## config.mk

```make
export PLATFORM = sky130hd
export DESIGN_NAME = rv_decode_top
export DESIGN_NICKNAME = d
export VERILOG_FILES = /design/src/rv_decode_pkg.sv /design/src/decode_if.sv /design/src/rv_decode_top.sv /design/src/ctrl_gen.sv /design/src/imm_gen.sv /design/src/instr_classifier.sv /design/src/decode_latch.sv
export VERILOG_INCLUDE_DIRS = /design/src
export SDC_FILE = /design/constraint.sdc
export NUM_CORES = 1
export LEC_CHECK = 0
export BUFFER_PORTS_ARGS = -buffer_cell sky130_fd_sc_hd__buf_2
export CELL_PAD_IN_SITES_DETAIL_PLACEMENT = 2
export CELL_PAD_IN_SITES_GLOBAL_PLACEMENT = 2
export CORE_MARGIN = 2
export CORE_UTILIZATION = 28
export DETAILED_ROUTE_END_ITERATION = 8
export PLACE_DENSITY = 0.85
export SYNTH_ARGS = -nofsm -noshare
export SYNTH_HDL_FRONTEND = slang
export SYNTH_SLANG_ARGS = --single-unit
export TNS_END_PERCENT = 50
```

## constraint.sdc

```tcl
create_clock -name i_clk -period 8.3 [get_ports i_clk]
set_input_delay 2.49 -clock i_clk [delete_from_list [all_inputs] [get_ports i_clk]]
set_output_delay 2.49 -clock i_clk [all_outputs]
set_load 0.005 [all_outputs]
```

## src/rv_decode_defs.svh

```systemverilog
`ifndef RV_DECODE_DEFS_SVH
`define RV_DECODE_DEFS_SVH

// datapath widths
`define XLEN            32
`define PC_LSB          2
`define REG_IDX_W       5
`define CSR_IDX_W       12
`define ALU_CTRL_W      5
`define FUNCT3_W        3
`define FUNCT7_W        7

// instruction field positions
`define OPG_LSB         2
`define OPG_W           5
`define RD_LSB          7
`define F3_LSB          12
`define RS1_LSB         15
`define RS2_LSB         20
`define F7_LSB          25
`define F12_LSB         20

// low opcode bits of a 32-bit instruction
`define OPC_FULL        2'b11

// major opcode groups, bits 6:2
`define OPG_LOAD        5'b00000
`define OPG_MISC_MEM    5'b00011
`define OPG_OP_IMM      5'b00100
`define OPG_AUIPC       5'b00101
`define OPG_STORE       5'b01000
`define OPG_OP          5'b01100
`define OPG_LUI         5'b01101
`define OPG_BRANCH      5'b11000
`define OPG_JALR        5'b11001
`define OPG_JAL         5'b11011
`define OPG_SYSTEM      5'b11100

// funct7 for sub, sra and srai
`define F7_ALT          7'b0100000

`endif
```

## src/rv_decode_pkg.sv

```systemverilog
package rv_decode_pkg;

    // one value per decoded instruction
    typedef enum logic [5:0]
    {
        OP_LUI, OP_AUIPC, OP_JAL, OP_JALR,
        OP_BEQ, OP_BNE, OP_BLT, OP_BGE, OP_BLTU, OP_BGEU,
        OP_LB, OP_LH, OP_LW, OP_LBU, OP_LHU,
        OP_SB, OP_SH, OP_SW,
        OP_ADDI, OP_SLTI, OP_SLTIU, OP_XORI, OP_ORI, OP_ANDI,
        OP_SLLI, OP_SRLI, OP_SRAI,
        OP_ADD, OP_SUB, OP_SLL, OP_SLT, OP_SLTU,
        OP_XOR, OP_SRL, OP_SRA, OP_OR, OP_AND,
        OP_CSRRW, OP_CSRRS, OP_CSRRC, OP_CSRRWI, OP_CSRRSI, OP_CSRRCI,
        OP_ECALL, OP_EBREAK,
        OP_FENCE, OP_FENCE_I,
        OP_INVALID
    } instr_op_e;

    // low four bits of the ALU control
    typedef enum logic [3:0]
    {
        ALU_ADD  = 4'd0,
        ALU_SUB  = 4'd1,
        ALU_XOR  = 4'd2,
        ALU_OR   = 4'd3,
        ALU_AND  = 4'd4,
        ALU_SHL  = 4'd5,
        ALU_SHR  = 4'd6,
        ALU_EQ   = 4'd8,
        ALU_NEQ  = 4'd9,
        ALU_LTS  = 4'd10,
        ALU_LTU  = 4'd11,
        ALU_NLTS = 4'd12,
        ALU_NLTU = 4'd13
    } alu_ctrl_e;

    typedef enum logic [1:0]
    {
        RES_ALU   = 2'd0,
        RES_MEM   = 2'd1,
        RES_PC_P4 = 2'd2
    } res_src_e;

    typedef enum logic
    {
        OP1_REG = 1'b0,
        OP1_PC  = 1'b1
    } op1_sel_e;

    typedef enum logic
    {
        OP2_REG = 1'b0,
        OP2_IMM = 1'b1
    } op2_sel_e;

endpackage

```

## src/decode_if.sv

```systemverilog
`timescale 1ns/1ps
`include "rv_decode_defs.svh"

interface decode_if;
    import rv_decode_pkg::*;

    logic [`XLEN-1:0]       instr;
    instr_op_e              op;
    logic [`REG_IDX_W-1:0]  rd;
    logic [`REG_IDX_W-1:0]  rs1;
    logic [`REG_IDX_W-1:0]  rs2;

    // pipeline register side
    modport latch (output instr);

    // classifier fills in the opcode and register indices
    modport cls (input instr, output op, rd, rs1, rs2);

    // back-end decoders only look
    modport user (input instr, op, rd, rs1, rs2);

endinterface

```

## src/rv_decode_top.sv

```systemverilog
`timescale 1ns/1ps
`include "rv_decode_defs.svh"

module rv_decode_top
(
    input  logic                        i_clk,
    input  logic                        i_rst_n,
    input  logic                        i_stall,
    input  logic                        i_flush,
    input  logic [`XLEN-1:0]            i_data,
    input  logic [`XLEN-1:`PC_LSB]      i_pc,
    input  logic [`XLEN-1:`PC_LSB]      i_pc_p4,
    output logic [`REG_IDX_W-1:0]       o_rs1,
    output logic [`REG_IDX_W-1:0]       o_rs2,
    output logic [`REG_IDX_W-1:0]       o_rd,
    output logic [`XLEN-1:`PC_LSB]      o_pc,
    output logic [`XLEN-1:`PC_LSB]      o_pc_p4,
    output logic [`XLEN-1:0]            o_imm,
    output logic                        o_reg_write,
    output logic                        o_mem_read,
    output logic                        o_mem_write,
    output rv_decode_pkg::res_src_e     o_res_src,
    output logic                        o_pc_sel,
    output logic                        o_jump,
    output logic                        o_branch,
    output rv_decode_pkg::op1_sel_e     o_alu_op1_sel,
    output rv_decode_pkg::op2_sel_e     o_alu_op2_sel,
    output logic [`FUNCT3_W-1:0]        o_funct3,
    output logic [`ALU_CTRL_W-1:0]      o_alu_ctrl,
    output logic                        o_inv_instr,
    output logic [`CSR_IDX_W-1:0]       o_csr_idx,
    output logic                        o_csr_read,
    output logic                        o_csr_write
);

    decode_if dec_if ();

    decode_latch u_latch
    (
        .i_clk      (i_clk),
        .i_rst_n    (i_rst_n),
        .i_stall    (i_stall),
        .i_flush    (i_flush),
        .i_data     (i_data),
        .i_pc       (i_pc),
        .i_pc_p4    (i_pc_p4),
        .o_pc       (o_pc),
        .o_pc_p4    (o_pc_p4),
        .dec        (dec_if)
    );

    instr_classifier u_cls
    (
        .dec        (dec_if)
    );

    imm_gen u_imm
    (
        .dec        (dec_if),
        .o_imm      (o_imm)
    );

    ctrl_gen u_ctrl
    (
        .dec            (dec_if),
        .o_reg_write    (o_reg_write),
        .o_mem_read     (o_mem_read),
        .o_mem_write    (o_mem_write),
        .o_res_src      (o_res_src),
        .o_alu_op1_sel  (o_alu_op1_sel),
        .o_alu_op2_sel  (o_alu_op2_sel),
        .o_alu_ctrl     (o_alu_ctrl),
        .o_jump         (o_jump),
        .o_branch       (o_branch),
        .o_pc_sel       (o_pc_sel),
        .o_csr_read     (o_csr_read),
        .o_csr_write    (o_csr_write),
        .o_inv_instr    (o_inv_instr)
    );

    assign o_rs1     = dec_if.rs1;
    assign o_rs2     = dec_if.rs2;
    assign o_rd      = dec_if.rd;
    // raw fields straight off the latched word
    assign o_funct3  = dec_if.instr[`F3_LSB +: `FUNCT3_W];
    assign o_csr_idx = dec_if.instr[`F12_LSB +: `CSR_IDX_W];

endmodule

```

## src/ctrl_gen.sv

```systemverilog
`timescale 1ns/1ps
`include "rv_decode_defs.svh"

module ctrl_gen
(
    decode_if.user                      dec,
    output logic                        o_reg_write,
    output logic                        o_mem_read,
    output logic                        o_mem_write,
    output rv_decode_pkg::res_src_e     o_res_src,
    output rv_decode_pkg::op1_sel_e     o_alu_op1_sel,
    output rv_decode_pkg::op2_sel_e     o_alu_op2_sel,
    output logic [`ALU_CTRL_W-1:0]      o_alu_ctrl,
    output logic                        o_jump,
    output logic                        o_branch,
    output logic                        o_pc_sel,
    output logic                        o_csr_read,
    output logic                        o_csr_write,
    output logic                        o_inv_instr
);
    import rv_decode_pkg::*;

    logic       is_load;
    logic       is_store;
    logic       is_imm;
    logic       is_reg;
    logic       is_branch;
    logic       is_jump;
    logic       is_upper;
    logic       shift_arith;
    logic       csr_rw;
    logic       csr_set_clr;
    alu_ctrl_e  alu_op;

    // instruction groups
    assign is_load   = dec.op inside {OP_LB, OP_LH, OP_LW, OP_LBU, OP_LHU};
    assign is_store  = dec.op inside {OP_SB, OP_SH, OP_SW};
    assign is_imm    = dec.op inside {OP_ADDI, OP_SLTI, OP_SLTIU, OP_XORI, OP_ORI,
                                      OP_ANDI, OP_SLLI, OP_SRLI, OP_SRAI};
    assign is_reg    = dec.op inside {OP_ADD, OP_SUB, OP_SLL, OP_SLT, OP_SLTU,
                                      OP_XOR, OP_SRL, OP_SRA, OP_OR, OP_AND};
    assign is_branch = dec.op inside {OP_BEQ, OP_BNE, OP_BLT, OP_BGE, OP_BLTU, OP_BGEU};
    assign is_jump   = dec.op inside {OP_JAL, OP_JALR};
    assign is_upper  = dec.op inside {OP_LUI, OP_AUIPC};

    assign o_reg_write = is_load | is_imm | is_reg | is_jump | is_upper;
    assign o_mem_read  = is_load;
    assign o_mem_write = is_store;
    assign o_jump      = is_jump;
    assign o_branch    = is_branch;
    // jalr target comes from the ALU, not the PC adder
    assign o_pc_sel    = (dec.op == OP_JALR);

    always_comb
    begin
        if (dec.op inside {OP_AUIPC, OP_JAL})
            o_alu_op1_sel = OP1_PC;
        else
            o_alu_op1_sel = OP1_REG;

        if (is_upper | is_jump | is_imm | is_load | is_store)
            o_alu_op2_sel = OP2_IMM;
        else
            o_alu_op2_sel = OP2_REG;

        if (is_load)
            o_res_src = RES_MEM;
        else if (is_jump)
            o_res_src = RES_PC_P4;
        else
            o_res_src = RES_ALU;
    end

    always_comb
    begin
        case (dec.op)
        OP_BEQ:                     alu_op = ALU_EQ;
        OP_BNE:                     alu_op = ALU_NEQ;
        OP_SLTI, OP_SLT, OP_BLT:    alu_op = ALU_LTS;
        OP_SLTIU, OP_SLTU, OP_BLTU: alu_op = ALU_LTU;
        OP_BGE:                     alu_op = ALU_NLTS;
        OP_BGEU:                    alu_op = ALU_NLTU;
        OP_SUB:                     alu_op = ALU_SUB;
        OP_XORI, OP_XOR:            alu_op = ALU_XOR;
        OP_ORI, OP_OR:              alu_op = ALU_OR;
        OP_ANDI, OP_AND:            alu_op = ALU_AND;
        OP_SLLI, OP_SLL:            alu_op = ALU_SHL;
        OP_SRLI, OP_SRL,
        OP_SRAI, OP_SRA:            alu_op = ALU_SHR;
        default:                    alu_op = ALU_ADD;
        endcase
    end

    // top bit picks arithmetic right shift
    assign shift_arith = dec.op inside {OP_SRAI, OP_SRA};
    assign o_alu_ctrl  = {shift_arith, alu_op};

    assign csr_rw      = dec.op inside {OP_CSRRW, OP_CSRRWI};
    assign csr_set_clr = dec.op inside {OP_CSRRS, OP_CSRRC, OP_CSRRSI, OP_CSRRCI};

    // no read for a write into x0, no write for a zero mask
    assign o_csr_read  = (csr_rw & (|dec.rd)) | csr_set_clr;
    assign o_csr_write = csr_rw | (csr_set_clr & (|dec.rs1));

    // system ops decode but are not executed here
    assign o_inv_instr = (dec.op inside {OP_INVALID, OP_ECALL, OP_EBREAK})
                         | csr_rw | csr_set_clr;

endmodule

```

## src/imm_gen.sv

```systemverilog
`timescale 1ns/1ps
`include "rv_decode_defs.svh"

module imm_gen
(
    decode_if.user              dec,
    output logic [`XLEN-1:0]    o_imm
);
    import rv_decode_pkg::*;

    logic [`XLEN-1:0] w;

    assign w = dec.instr;

    always_comb
    begin
        case (dec.op)
        // J format
        OP_JAL:
            o_imm = {{12{w[31]}}, w[19:12], w[20], w[30:21], 1'b0};
        // U format
        OP_LUI, OP_AUIPC:
            o_imm = {w[31:12], 12'b0};
        // I format with funct7 left in the upper bits of a shift
        OP_JALR,
        OP_LB, OP_LH, OP_LW, OP_LBU, OP_LHU,
        OP_ADDI, OP_SLTI, OP_SLTIU, OP_XORI, OP_ORI, OP_ANDI,
        OP_SLLI, OP_SRLI, OP_SRAI:
            o_imm = {{21{w[31]}}, w[30:20]};
        // B format
        OP_BEQ, OP_BNE, OP_BLT, OP_BGE, OP_BLTU, OP_BGEU:
            o_imm = {{20{w[31]}}, w[7], w[30:25], w[11:8], 1'b0};
        // S format
        OP_SB, OP_SH, OP_SW:
            o_imm = {{21{w[31]}}, w[30:25], w[11:7]};
        default:
            o_imm = '0;
        endcase
    end

endmodule

```

## src/instr_classifier.sv

```systemverilog
`timescale 1ns/1ps
`include "rv_decode_defs.svh"

module instr_classifier
(
    decode_if.cls   dec
);
    import rv_decode_pkg::*;

    logic                   full;
    logic [`OPG_W-1:0]      grp;
    logic [`FUNCT3_W-1:0]   f3;
    logic [`FUNCT7_W-1:0]   f7;
    logic [`CSR_IDX_W-1:0]  f12;
    instr_op_e              op_c;

    assign full = (dec.instr[1:0] == `OPC_FULL);
    assign grp  = dec.instr[`OPG_LSB +: `OPG_W];
    assign f3   = dec.instr[`F3_LSB +: `FUNCT3_W];
    assign f7   = dec.instr[`F7_LSB +: `FUNCT7_W];
    assign f12  = dec.instr[`F12_LSB +: `CSR_IDX_W];

    always_comb
    begin
        op_c = OP_INVALID;
        // compressed words never match
        if (full)
        begin
            case (grp)
            `OPG_LUI:    op_c = OP_LUI;
            `OPG_AUIPC:  op_c = OP_AUIPC;
            `OPG_JAL:    op_c = OP_JAL;
            `OPG_JALR:   op_c = (f3 == 3'b000) ? OP_JALR : OP_INVALID;
            `OPG_BRANCH:
                case (f3)
                3'b000:  op_c = OP_BEQ;
                3'b001:  op_c = OP_BNE;
                3'b100:  op_c = OP_BLT;
                3'b101:  op_c = OP_BGE;
                3'b110:  op_c = OP_BLTU;
                3'b111:  op_c = OP_BGEU;
                default: op_c = OP_INVALID;
                endcase
            `OPG_LOAD:
                case (f3)
                3'b000:  op_c = OP_LB;
                3'b001:  op_c = OP_LH;
                3'b010:  op_c = OP_LW;
                3'b100:  op_c = OP_LBU;
                3'b101:  op_c = OP_LHU;
                default: op_c = OP_INVALID;
                endcase
            `OPG_STORE:
                case (f3)
                3'b000:  op_c = OP_SB;
                3'b001:  op_c = OP_SH;
                3'b010:  op_c = OP_SW;
                default: op_c = OP_INVALID;
                endcase
            `OPG_OP_IMM:
                case (f3)
                3'b000:  op_c = OP_ADDI;
                3'b001:  op_c = OP_SLLI;
                3'b010:  op_c = OP_SLTI;
                3'b011:  op_c = OP_SLTIU;
                3'b100:  op_c = OP_XORI;
                3'b110:  op_c = OP_ORI;
                3'b111:  op_c = OP_ANDI;
                default:
                begin
                    // right shifts split on funct7
                    if (f7 == '0)
                        op_c = OP_SRLI;
                    else if (f7 == `F7_ALT)
                        op_c = OP_SRAI;
                end
                endcase
            `OPG_OP:
                case ({f7, f3})
                {7'b0000000, 3'b000}: op_c = OP_ADD;
                {`F7_ALT,    3'b000}: op_c = OP_SUB;
                {7'b0000000, 3'b001}: op_c = OP_SLL;
                {7'b0000000, 3'b010}: op_c = OP_SLT;
                {7'b0000000, 3'b011}: op_c = OP_SLTU;
                {7'b0000000, 3'b100}: op_c = OP_XOR;
                {7'b0000000, 3'b101}: op_c = OP_SRL;
                {`F7_ALT,    3'b101}: op_c = OP_SRA;
                {7'b0000000, 3'b110}: op_c = OP_OR;
                {7'b0000000, 3'b111}: op_c = OP_AND;
                default:              op_c = OP_INVALID;
                endcase
            `OPG_MISC_MEM:
                case (f3)
                3'b000:  op_c = OP_FENCE;
                3'b001:  op_c = OP_FENCE_I;
                default: op_c = OP_INVALID;
                endcase
            `OPG_SYSTEM:
                case (f3)
                3'b000:
                begin
                    if (f12 == 12'h000)
                        op_c = OP_ECALL;
                    else if (f12 == 12'h001)
                        op_c = OP_EBREAK;
                end
                3'b001:  op_c = OP_CSRRW;
                3'b010:  op_c = OP_CSRRS;
                3'b011:  op_c = OP_CSRRC;
                3'b101:  op_c = OP_CSRRWI;
                3'b110:  op_c = OP_CSRRSI;
                3'b111:  op_c = OP_CSRRCI;
                default: op_c = OP_INVALID;
                endcase
            default:     op_c = OP_INVALID;
            endcase
        end
    end

    assign dec.op  = op_c;
    assign dec.rd  = dec.instr[`RD_LSB +: `REG_IDX_W];
    // lui adds its immediate to x0
    assign dec.rs1 = (op_c == OP_LUI) ? '0 : dec.instr[`RS1_LSB +: `REG_IDX_W];
    assign dec.rs2 = dec.instr[`RS2_LSB +: `REG_IDX_W];

endmodule

```

## src/decode_latch.sv

```systemverilog
`timescale 1ns/1ps
`include "rv_decode_defs.svh"

module decode_latch
(
    input  logic                        i_clk,
    input  logic                        i_rst_n,
    input  logic                        i_stall,
    input  logic                        i_flush,
    input  logic [`XLEN-1:0]            i_data,
    input  logic [`XLEN-1:`PC_LSB]      i_pc,
    input  logic [`XLEN-1:`PC_LSB]      i_pc_p4,
    output logic [`XLEN-1:`PC_LSB]      o_pc,
    output logic [`XLEN-1:`PC_LSB]      o_pc_p4,
    decode_if.latch                     dec
);

    // flush wins over stall
    always_ff @(posedge i_clk or negedge i_rst_n)
    begin
        if (!i_rst_n)
        begin
            dec.instr <= '0;
            o_pc      <= '0;
            o_pc_p4   <= '0;
        end
        else if (i_flush)
        begin
            dec.instr <= '0;
            o_pc      <= '0;
            o_pc_p4   <= '0;
        end
        else if (!i_stall)
        begin
            dec.instr <= i_data;
            o_pc      <= i_pc;
            o_pc_p4   <= i_pc_p4;
        end
    end

endmodule

```

# Yosys cells after proc, flatten, opt, wreduce, memory -nomap -nowiden
# Memory sizes are Yosys's and may differ from the RTL's.
# Index checks and enable logic that the tools add are counted.
word_totals:
  out_inout_bits: 140
  word_cells: 143
  input_bits: 96
  reg_bits: 92
  romBits: 256
  mem_count: 1
memory_table:
  columns: ["memory", "words", "word_bits", "read_ports", "rd_ports_with_merged_regs", "wr", "line_no", "rtl"]
  rows:
  - ["(no name shown)", 64, 4, 1, 0, 0, "ctrl_gen.sv:76", "case (dec.op)"]
classes:
  eq_ne: 75
  n_reduce_logical: 24
  mux: 26
  bitwise_logic: 14
ops:
  columns: ["cell", "n"]
  rows:
  - ["$pmux W32 S5", 1]
  - ["$mux W30", 4]
  - ["$eq A6 B5 Y1 const B", 16]
  - ["$eq A6 B6 Y1 const B", 14]
  - ["$pmux W6 S7", 2]
  - ["$pmux W6 S11", 1]
  - ["$mux W32", 2]
  - ["$pmux W6 S10", 1]
  - ["$eq A6 B4 Y1 const B", 8]
  - ["$eq A10 B3 Y1 const B", 4]
  - ["$pmux W6 S6", 1]
  - ["$mux W6", 5]
  - ["$pmux W6 S5", 1]
  - ["$eq A6 B3 Y1 const B", 4]
  - ["$eq A10 B2 Y1 const B", 2]
  - ["$eq A10 B9 Y1 const B", 2]
  - ["$eq A5 B5 Y1 const B", 4]
  - ["$pmux W6 S3", 1]
  - ["$eq A5 B4 Y1 const B", 3]
  - ["$reduce_or A15 Y1", 1]
  - ["$eq A12 B1 Y1 const B", 1]
  - ["$eq A3 B3 Y1 const B", 4]
  - ["$eq A6 B2 Y1 const B", 2]
  - ["$logic_not A12 Y1", 1]
  - ["other kinds (31)", 54]

# Depth between registers and ports, before layout
logic_depth:
  word_depth: 13
  depth_mapped: 20
  mapped_depth_nobuf: 15

# By module
# Synthesis repeated with hierarchy kept, for this count alone.
unflattened:
  hier_cells: 658
  hier_area_um2: 6159.7
by_module_without_submodules:
  columns: ["mod", "seq_area_each_um2", "n_inst", "cells_each", "area_per_inst_um2"]
  rows:
  - ["decode_latch", 2302.2, 1, 296, 3794.9]
  - ["instr_classifier", 0.0, 1, 175, 1163.6]
  - ["ctrl_gen", 0.0, 1, 106, 646.9]
  - ["imm_gen", 0.0, 1, 81, 554.3]

# Worst setup path before layout
# OpenSTA, ideal clock, no wires.
synth_path:
  path_type: "register to output"
  from: "register u_latch.dec.instr[14]"
  to: "output o_imm[20]"
  path_slack_ps: 1439
  stages_incl_launch_ff: 19
  required_ps: 5810
  path_buffers: 4
  t_arrival_ps: 4371
  cell_sequence: "dfrtp_1 -> buf_2 -> clkbuf_1 -> inv_1 -> ha_1 -> nor4b_1 -> a31oi_1 -> o21ai_0 -> or3_1 -> nor4_1 -> inv_1 -> ha_1 -> clkbuf_1 -> or3_1 -> a32o_1 -> a211o_4 -> o21ai_2 -> buf_6 -> nand2_1"
synth_via:
  elab_chain_len: 7
  word_cells_on_any_way: 60
  classes_between: "eq/ne (42); mux (11); reduce/logical (7)"
synth_rtl:
  columns: ["item", "line_no", "rtl"]
  rows:
  - ["from (decl)", "decode_if.sv:14", "modport latch (output instr);"]
  - ["from (signal assigned)", "decode_latch.sv:35", "dec.instr <= i_data;"]
  - ["$eq A10 B3 Y1, or another cell as far along", "instr_classifier.sv:79", "case ({f7, f3})"]
  - ["$pmux W6 S10, or another cell as far along", "instr_classifier.sv:79", null]
  - ["$pmux W6 S11 (*)", "instr_classifier.sv:29", "case (grp)"]
  - ["$mux W6 (*)", "instr_classifier.sv:27", "if (full)"]
  - ["$eq A6 B2 Y1, or another cell as far along", "imm_gen.sv:17", "case (dec.op)"]
  - ["$reduce_or A15 Y1, or another cell as far along", "imm_gen.sv:17", null]
  - ["$pmux W32 S5 (*)", "imm_gen.sv:17", null]
  - ["to (decl)", "rv_decode_top.sv:18", "output logic [`XLEN-1:0] o_imm,"]
# Every way passes the cells marked *; elsewhere a longest branch is shown, timed or not.

# Final worst setup path
layout_path:
  from: "register u_latch.dec.instr[2]"
  to: "output o_imm[10]"
layout_via:
  elab_chain_len: 6
  word_cells_on_any_way: 45
  classes_between: "eq/ne (36); mux (3); reduce/logical (6)"
layout_rtl:
  columns: ["item", "line_no"]
  rows:
  - ["$eq A5 B5 Y1, or another cell as far along", "instr_classifier.sv:29"]
  - ["$pmux W6 S11 (*)", "instr_classifier.sv:29"]
  - ["$mux W6 (*)", "instr_classifier.sv:27"]
  - ["$eq A6 B2 Y1, or another cell as far along", "imm_gen.sv:17"]
  - ["$reduce_or A15 Y1, or another cell as far along", "imm_gen.sv:17"]
  - ["$pmux W32 S5 (*)", "imm_gen.sv:17"]
# Marked as above.

==> results.toml <==
[synth]
synth.area.top_cells = "dfrtp_1, mux2i_1, nor2_1, buf_4, nand2_1"
synth_common_cells = "nor2_1, mux2i_1, dfrtp_1"
synthFlopType = "dfrtp_1"
synth-seq-cells = 92
ys_async_sr_fraction_pct = 100
synth_area_per_cell_um2 = 9.05
synth-simple-area-share_pct = 20.9
synth_fp_nets = 746
syn_inst = 641
synth_xor_xnor_area_share_pct = 0.604
synth_fa_ha_area_share_pct = 1.94
yosysTopAreaCell = "dfrtp_1"
yosysMostFrequentCell = "nor2_1"
yosysUniqueCellTypes = 71
synthMuxAreaShare_pct = 16.2
synth_top_cell_area_share_pct = 39.7
synth_compound_area_share_pct = 13.0
synth_top_family_by_area = "simple AND/OR/NAND/NOR gates"
synth-edff-count = 0
yosysWarnings = 0
synth-seq-area-share_pct = 39.7
netlist_area_um2 = 5800

[detailed_routing]
drt_wl_total_mm = 23.1
viasPerCell = 5.12
wire_per_inst_um = 21.0
first_iter_violations = 240
drtAntennaViolNets = 0
drt-pass1-iter-count = 4
drc = 0
num_vias = 5641

[cts]
clock_latency_ns = 0.34
htree_levels = 3
cts_made_buffers = 9
cts_setup_buffers = 0
clock_path_buffers = 2
ctsHoldBuffers = 0
cts_tree = "done"
cts.sinks = 92
postCtsResizedCells = 0
cts-root-buf = "clkbuf_16"
path_clk_slew_ns = 0.07

[pwr]
power.density_nw_per_um2 = 154
p_leak_nw = 3.99
vdd_drop_max_mv = 0.0977
total_power_mw = 1.12

[sta]
fmax_ghz = 0.135
fin_worst_skew_ns = 0
period_minus_slack_ns = 7.42
rsz0062_at_grt = "no"
min_period_over_period_pct = 89.4
fin_setup_tns_ns = 0
maxSlewHeadroom_pct = 32.8
drv_slew = 0
tightestPinTransition_ns = 1.01
finalHoldViolations = 0
setup_viol = 0

[status]
status = "finished, final reports clean"

[layout]
syn_to_final_growth_pct = 25.7
nNetsFinal = 931
drive_above_1_share_pct = 33.9
finish.instance_area_um2 = 7290

[worst_setup_path]
worst_setup_path_end_kind = "primary output"
start_kind = "flop"
worstPathRequired_ns = 5.81
rr_worst_depth = 2
worstPathMaxFanout = 13
worstSetupPathType = "flop to primary output"
cp.arrival_ns = 4.93

[place]
place_area_um2 = 6990
io_buffers = 235
place_hpwl_mm = 17.7
gp_congestion = 0.903

[floorplanning]
initial_core_util_pct = 28.6
dieArea_um2 = 21900
core_area_um2 = 20300
die_w_um = 148
ioPinCount = 236
die_height_um = 148
num_rows = 52

[global_route]
overflow = 0
grt_pass1_wl_mm = 36.0
grt.total_usage_pct = 21.1
grt_max_degree = 93
grt_pass1_vias = 6163
antenna_found_initial = 1

[hold_path]
hold_path_depth = 2
hold_path_class = "flop to flop"

[run]
cap_violations = 0
state kept, by name (all words and copies together), names as in the netlist:
register / cells
u_latch.dec.instr: 32
u_latch.o_pc: 30
u_latch.o_pc_p4: 30
metrics by stage:
| step | cells | setup WS [ns] | utilization (%) | hold slack (ns) |
|---|---|---|---|---|
| detailed placement | 1085 | 1.32 | 34.4 | 0.516 |
| global route | 1101 | 0.474 | 35.9 | 0.551 |
| finish | 1102 | 0.876 | 35.9 | 0.524 |
| floorplan | 641 | 1.44 | - | 0.513 |
| CTS | 1101 | 0.917 | 35.9 | 0.530 |
| global placement | 1085 | 1.43 | 34.4 | 0.498 |
cell families (layout without fill, tap and decap cells):
kind of cell / Yosys count / in the layout
XOR/XNOR: 4 / 4
other: 0 / 1
flip-flops: 92 / 92
buffers and inverters: 80 / 270
AO/OA/AOI/OAI: 103 / 103
adder cells (fa/ha/maj): 9 / 9
multiplexers: 94 / 94
AND/OR/NAND/NOR: 259 / 259
where the power goes:
| group | internal (mW) | switching (mW) | total, mW | leakage [nW] |
|---|---|---|---|---|
| clock network | 0.233 | 0.190 | 0.423 | 0.152 |
| registers | 0.473 | 0.0319 | 0.505 | 1.22 |
| logic | 0.0841 | 0.112 | 0.196 | 2.62 |
worst max-delay path, cell delays in order (launching register included):
cell,delay [ns]
dfrtp_1,0.57
nor2b_1,0.32
a21oi_1,0.11
o2bb2ai_1,0.41
nand2_1,0.10
or3_1,0.38
nor4_1,0.29
buf_4,0.18
inv_1,0.06
ha_1,0.32
or3_1,0.44
a32o_1,0.27
a211o_4,0.38
nor2_2,0.40
nor2_1,0.17
buf_2,0.17
metal layers:
| layer | global-route usage, % | vias up | part of all wire [%] |
|---|---|---|---|
| met4 | 8.57 | 0 | 3.4 |
| li1 | - | 2580 | - |
| met5 | 0 | - | 0 |
| met3 | 5.37 | 38 | 6.8 |
| met1 | 25.4 | 2819 | 40 |
| met2 | 36.3 | 204 | 49 |
placed cells by master, fill, tap and decap left out, types with 6 or more instances in the layout:
cell,n
a21oi_1,14
buf_2,233
dfrtp_1,92
nor3_1,11
ha_1,9
nor2_1,119
nand3_1,8
clkbuf_16,9
a21o_1,11
nand2_1,56
or3_1,7
buf_4,11
inv_1,10
and2_1,11
o21ai_0,19
nor2b_1,10
a31oi_1,6
mux2i_1,93
area by class of cell:
type / count / area [µm²]
Clock inverter: 4 / 37.5
Tap cell: 270 / 338
Timing Repair Buffer: 244 / 1250
Multi-Input combinational cell: 469 / 3060
Clock buffer: 12 / 267
Sequential cell: 92 / 2300
Antenna cell: 1 / 2.50
Inverter: 10 / 37.5
Fill cell: 2355 / 13000
final timing paths:
path | startpoint | to | slack [ns]
min | u_latch.o_pc_p4[10]$_DFFE_PN0P_ | u_latch.o_pc_p4[10]$_DFFE_PN0P_ | 0.52
min in group asynchronous | i_rst_n | u_latch.o_pc[30]$_DFFE_PN0P_ | 2.11
max reg2reg | u_latch.dec.instr[12]$_DFFE_PN0P_ | u_latch.dec.instr[12]$_DFFE_PN0P_ | 7.10
max in group asynchronous | i_rst_n | u_latch.dec.instr[31]$_DFFE_PN0P_ | 5.05
max | u_latch.dec.instr[2]$_DFFE_PN0P_ | o_imm[10] | 0.88
min reg2reg | u_latch.o_pc_p4[10]$_DFFE_PN0P_ | u_latch.o_pc_p4[10]$_DFFE_PN0P_ | 0.52
(Power assumes the default switching activity.)
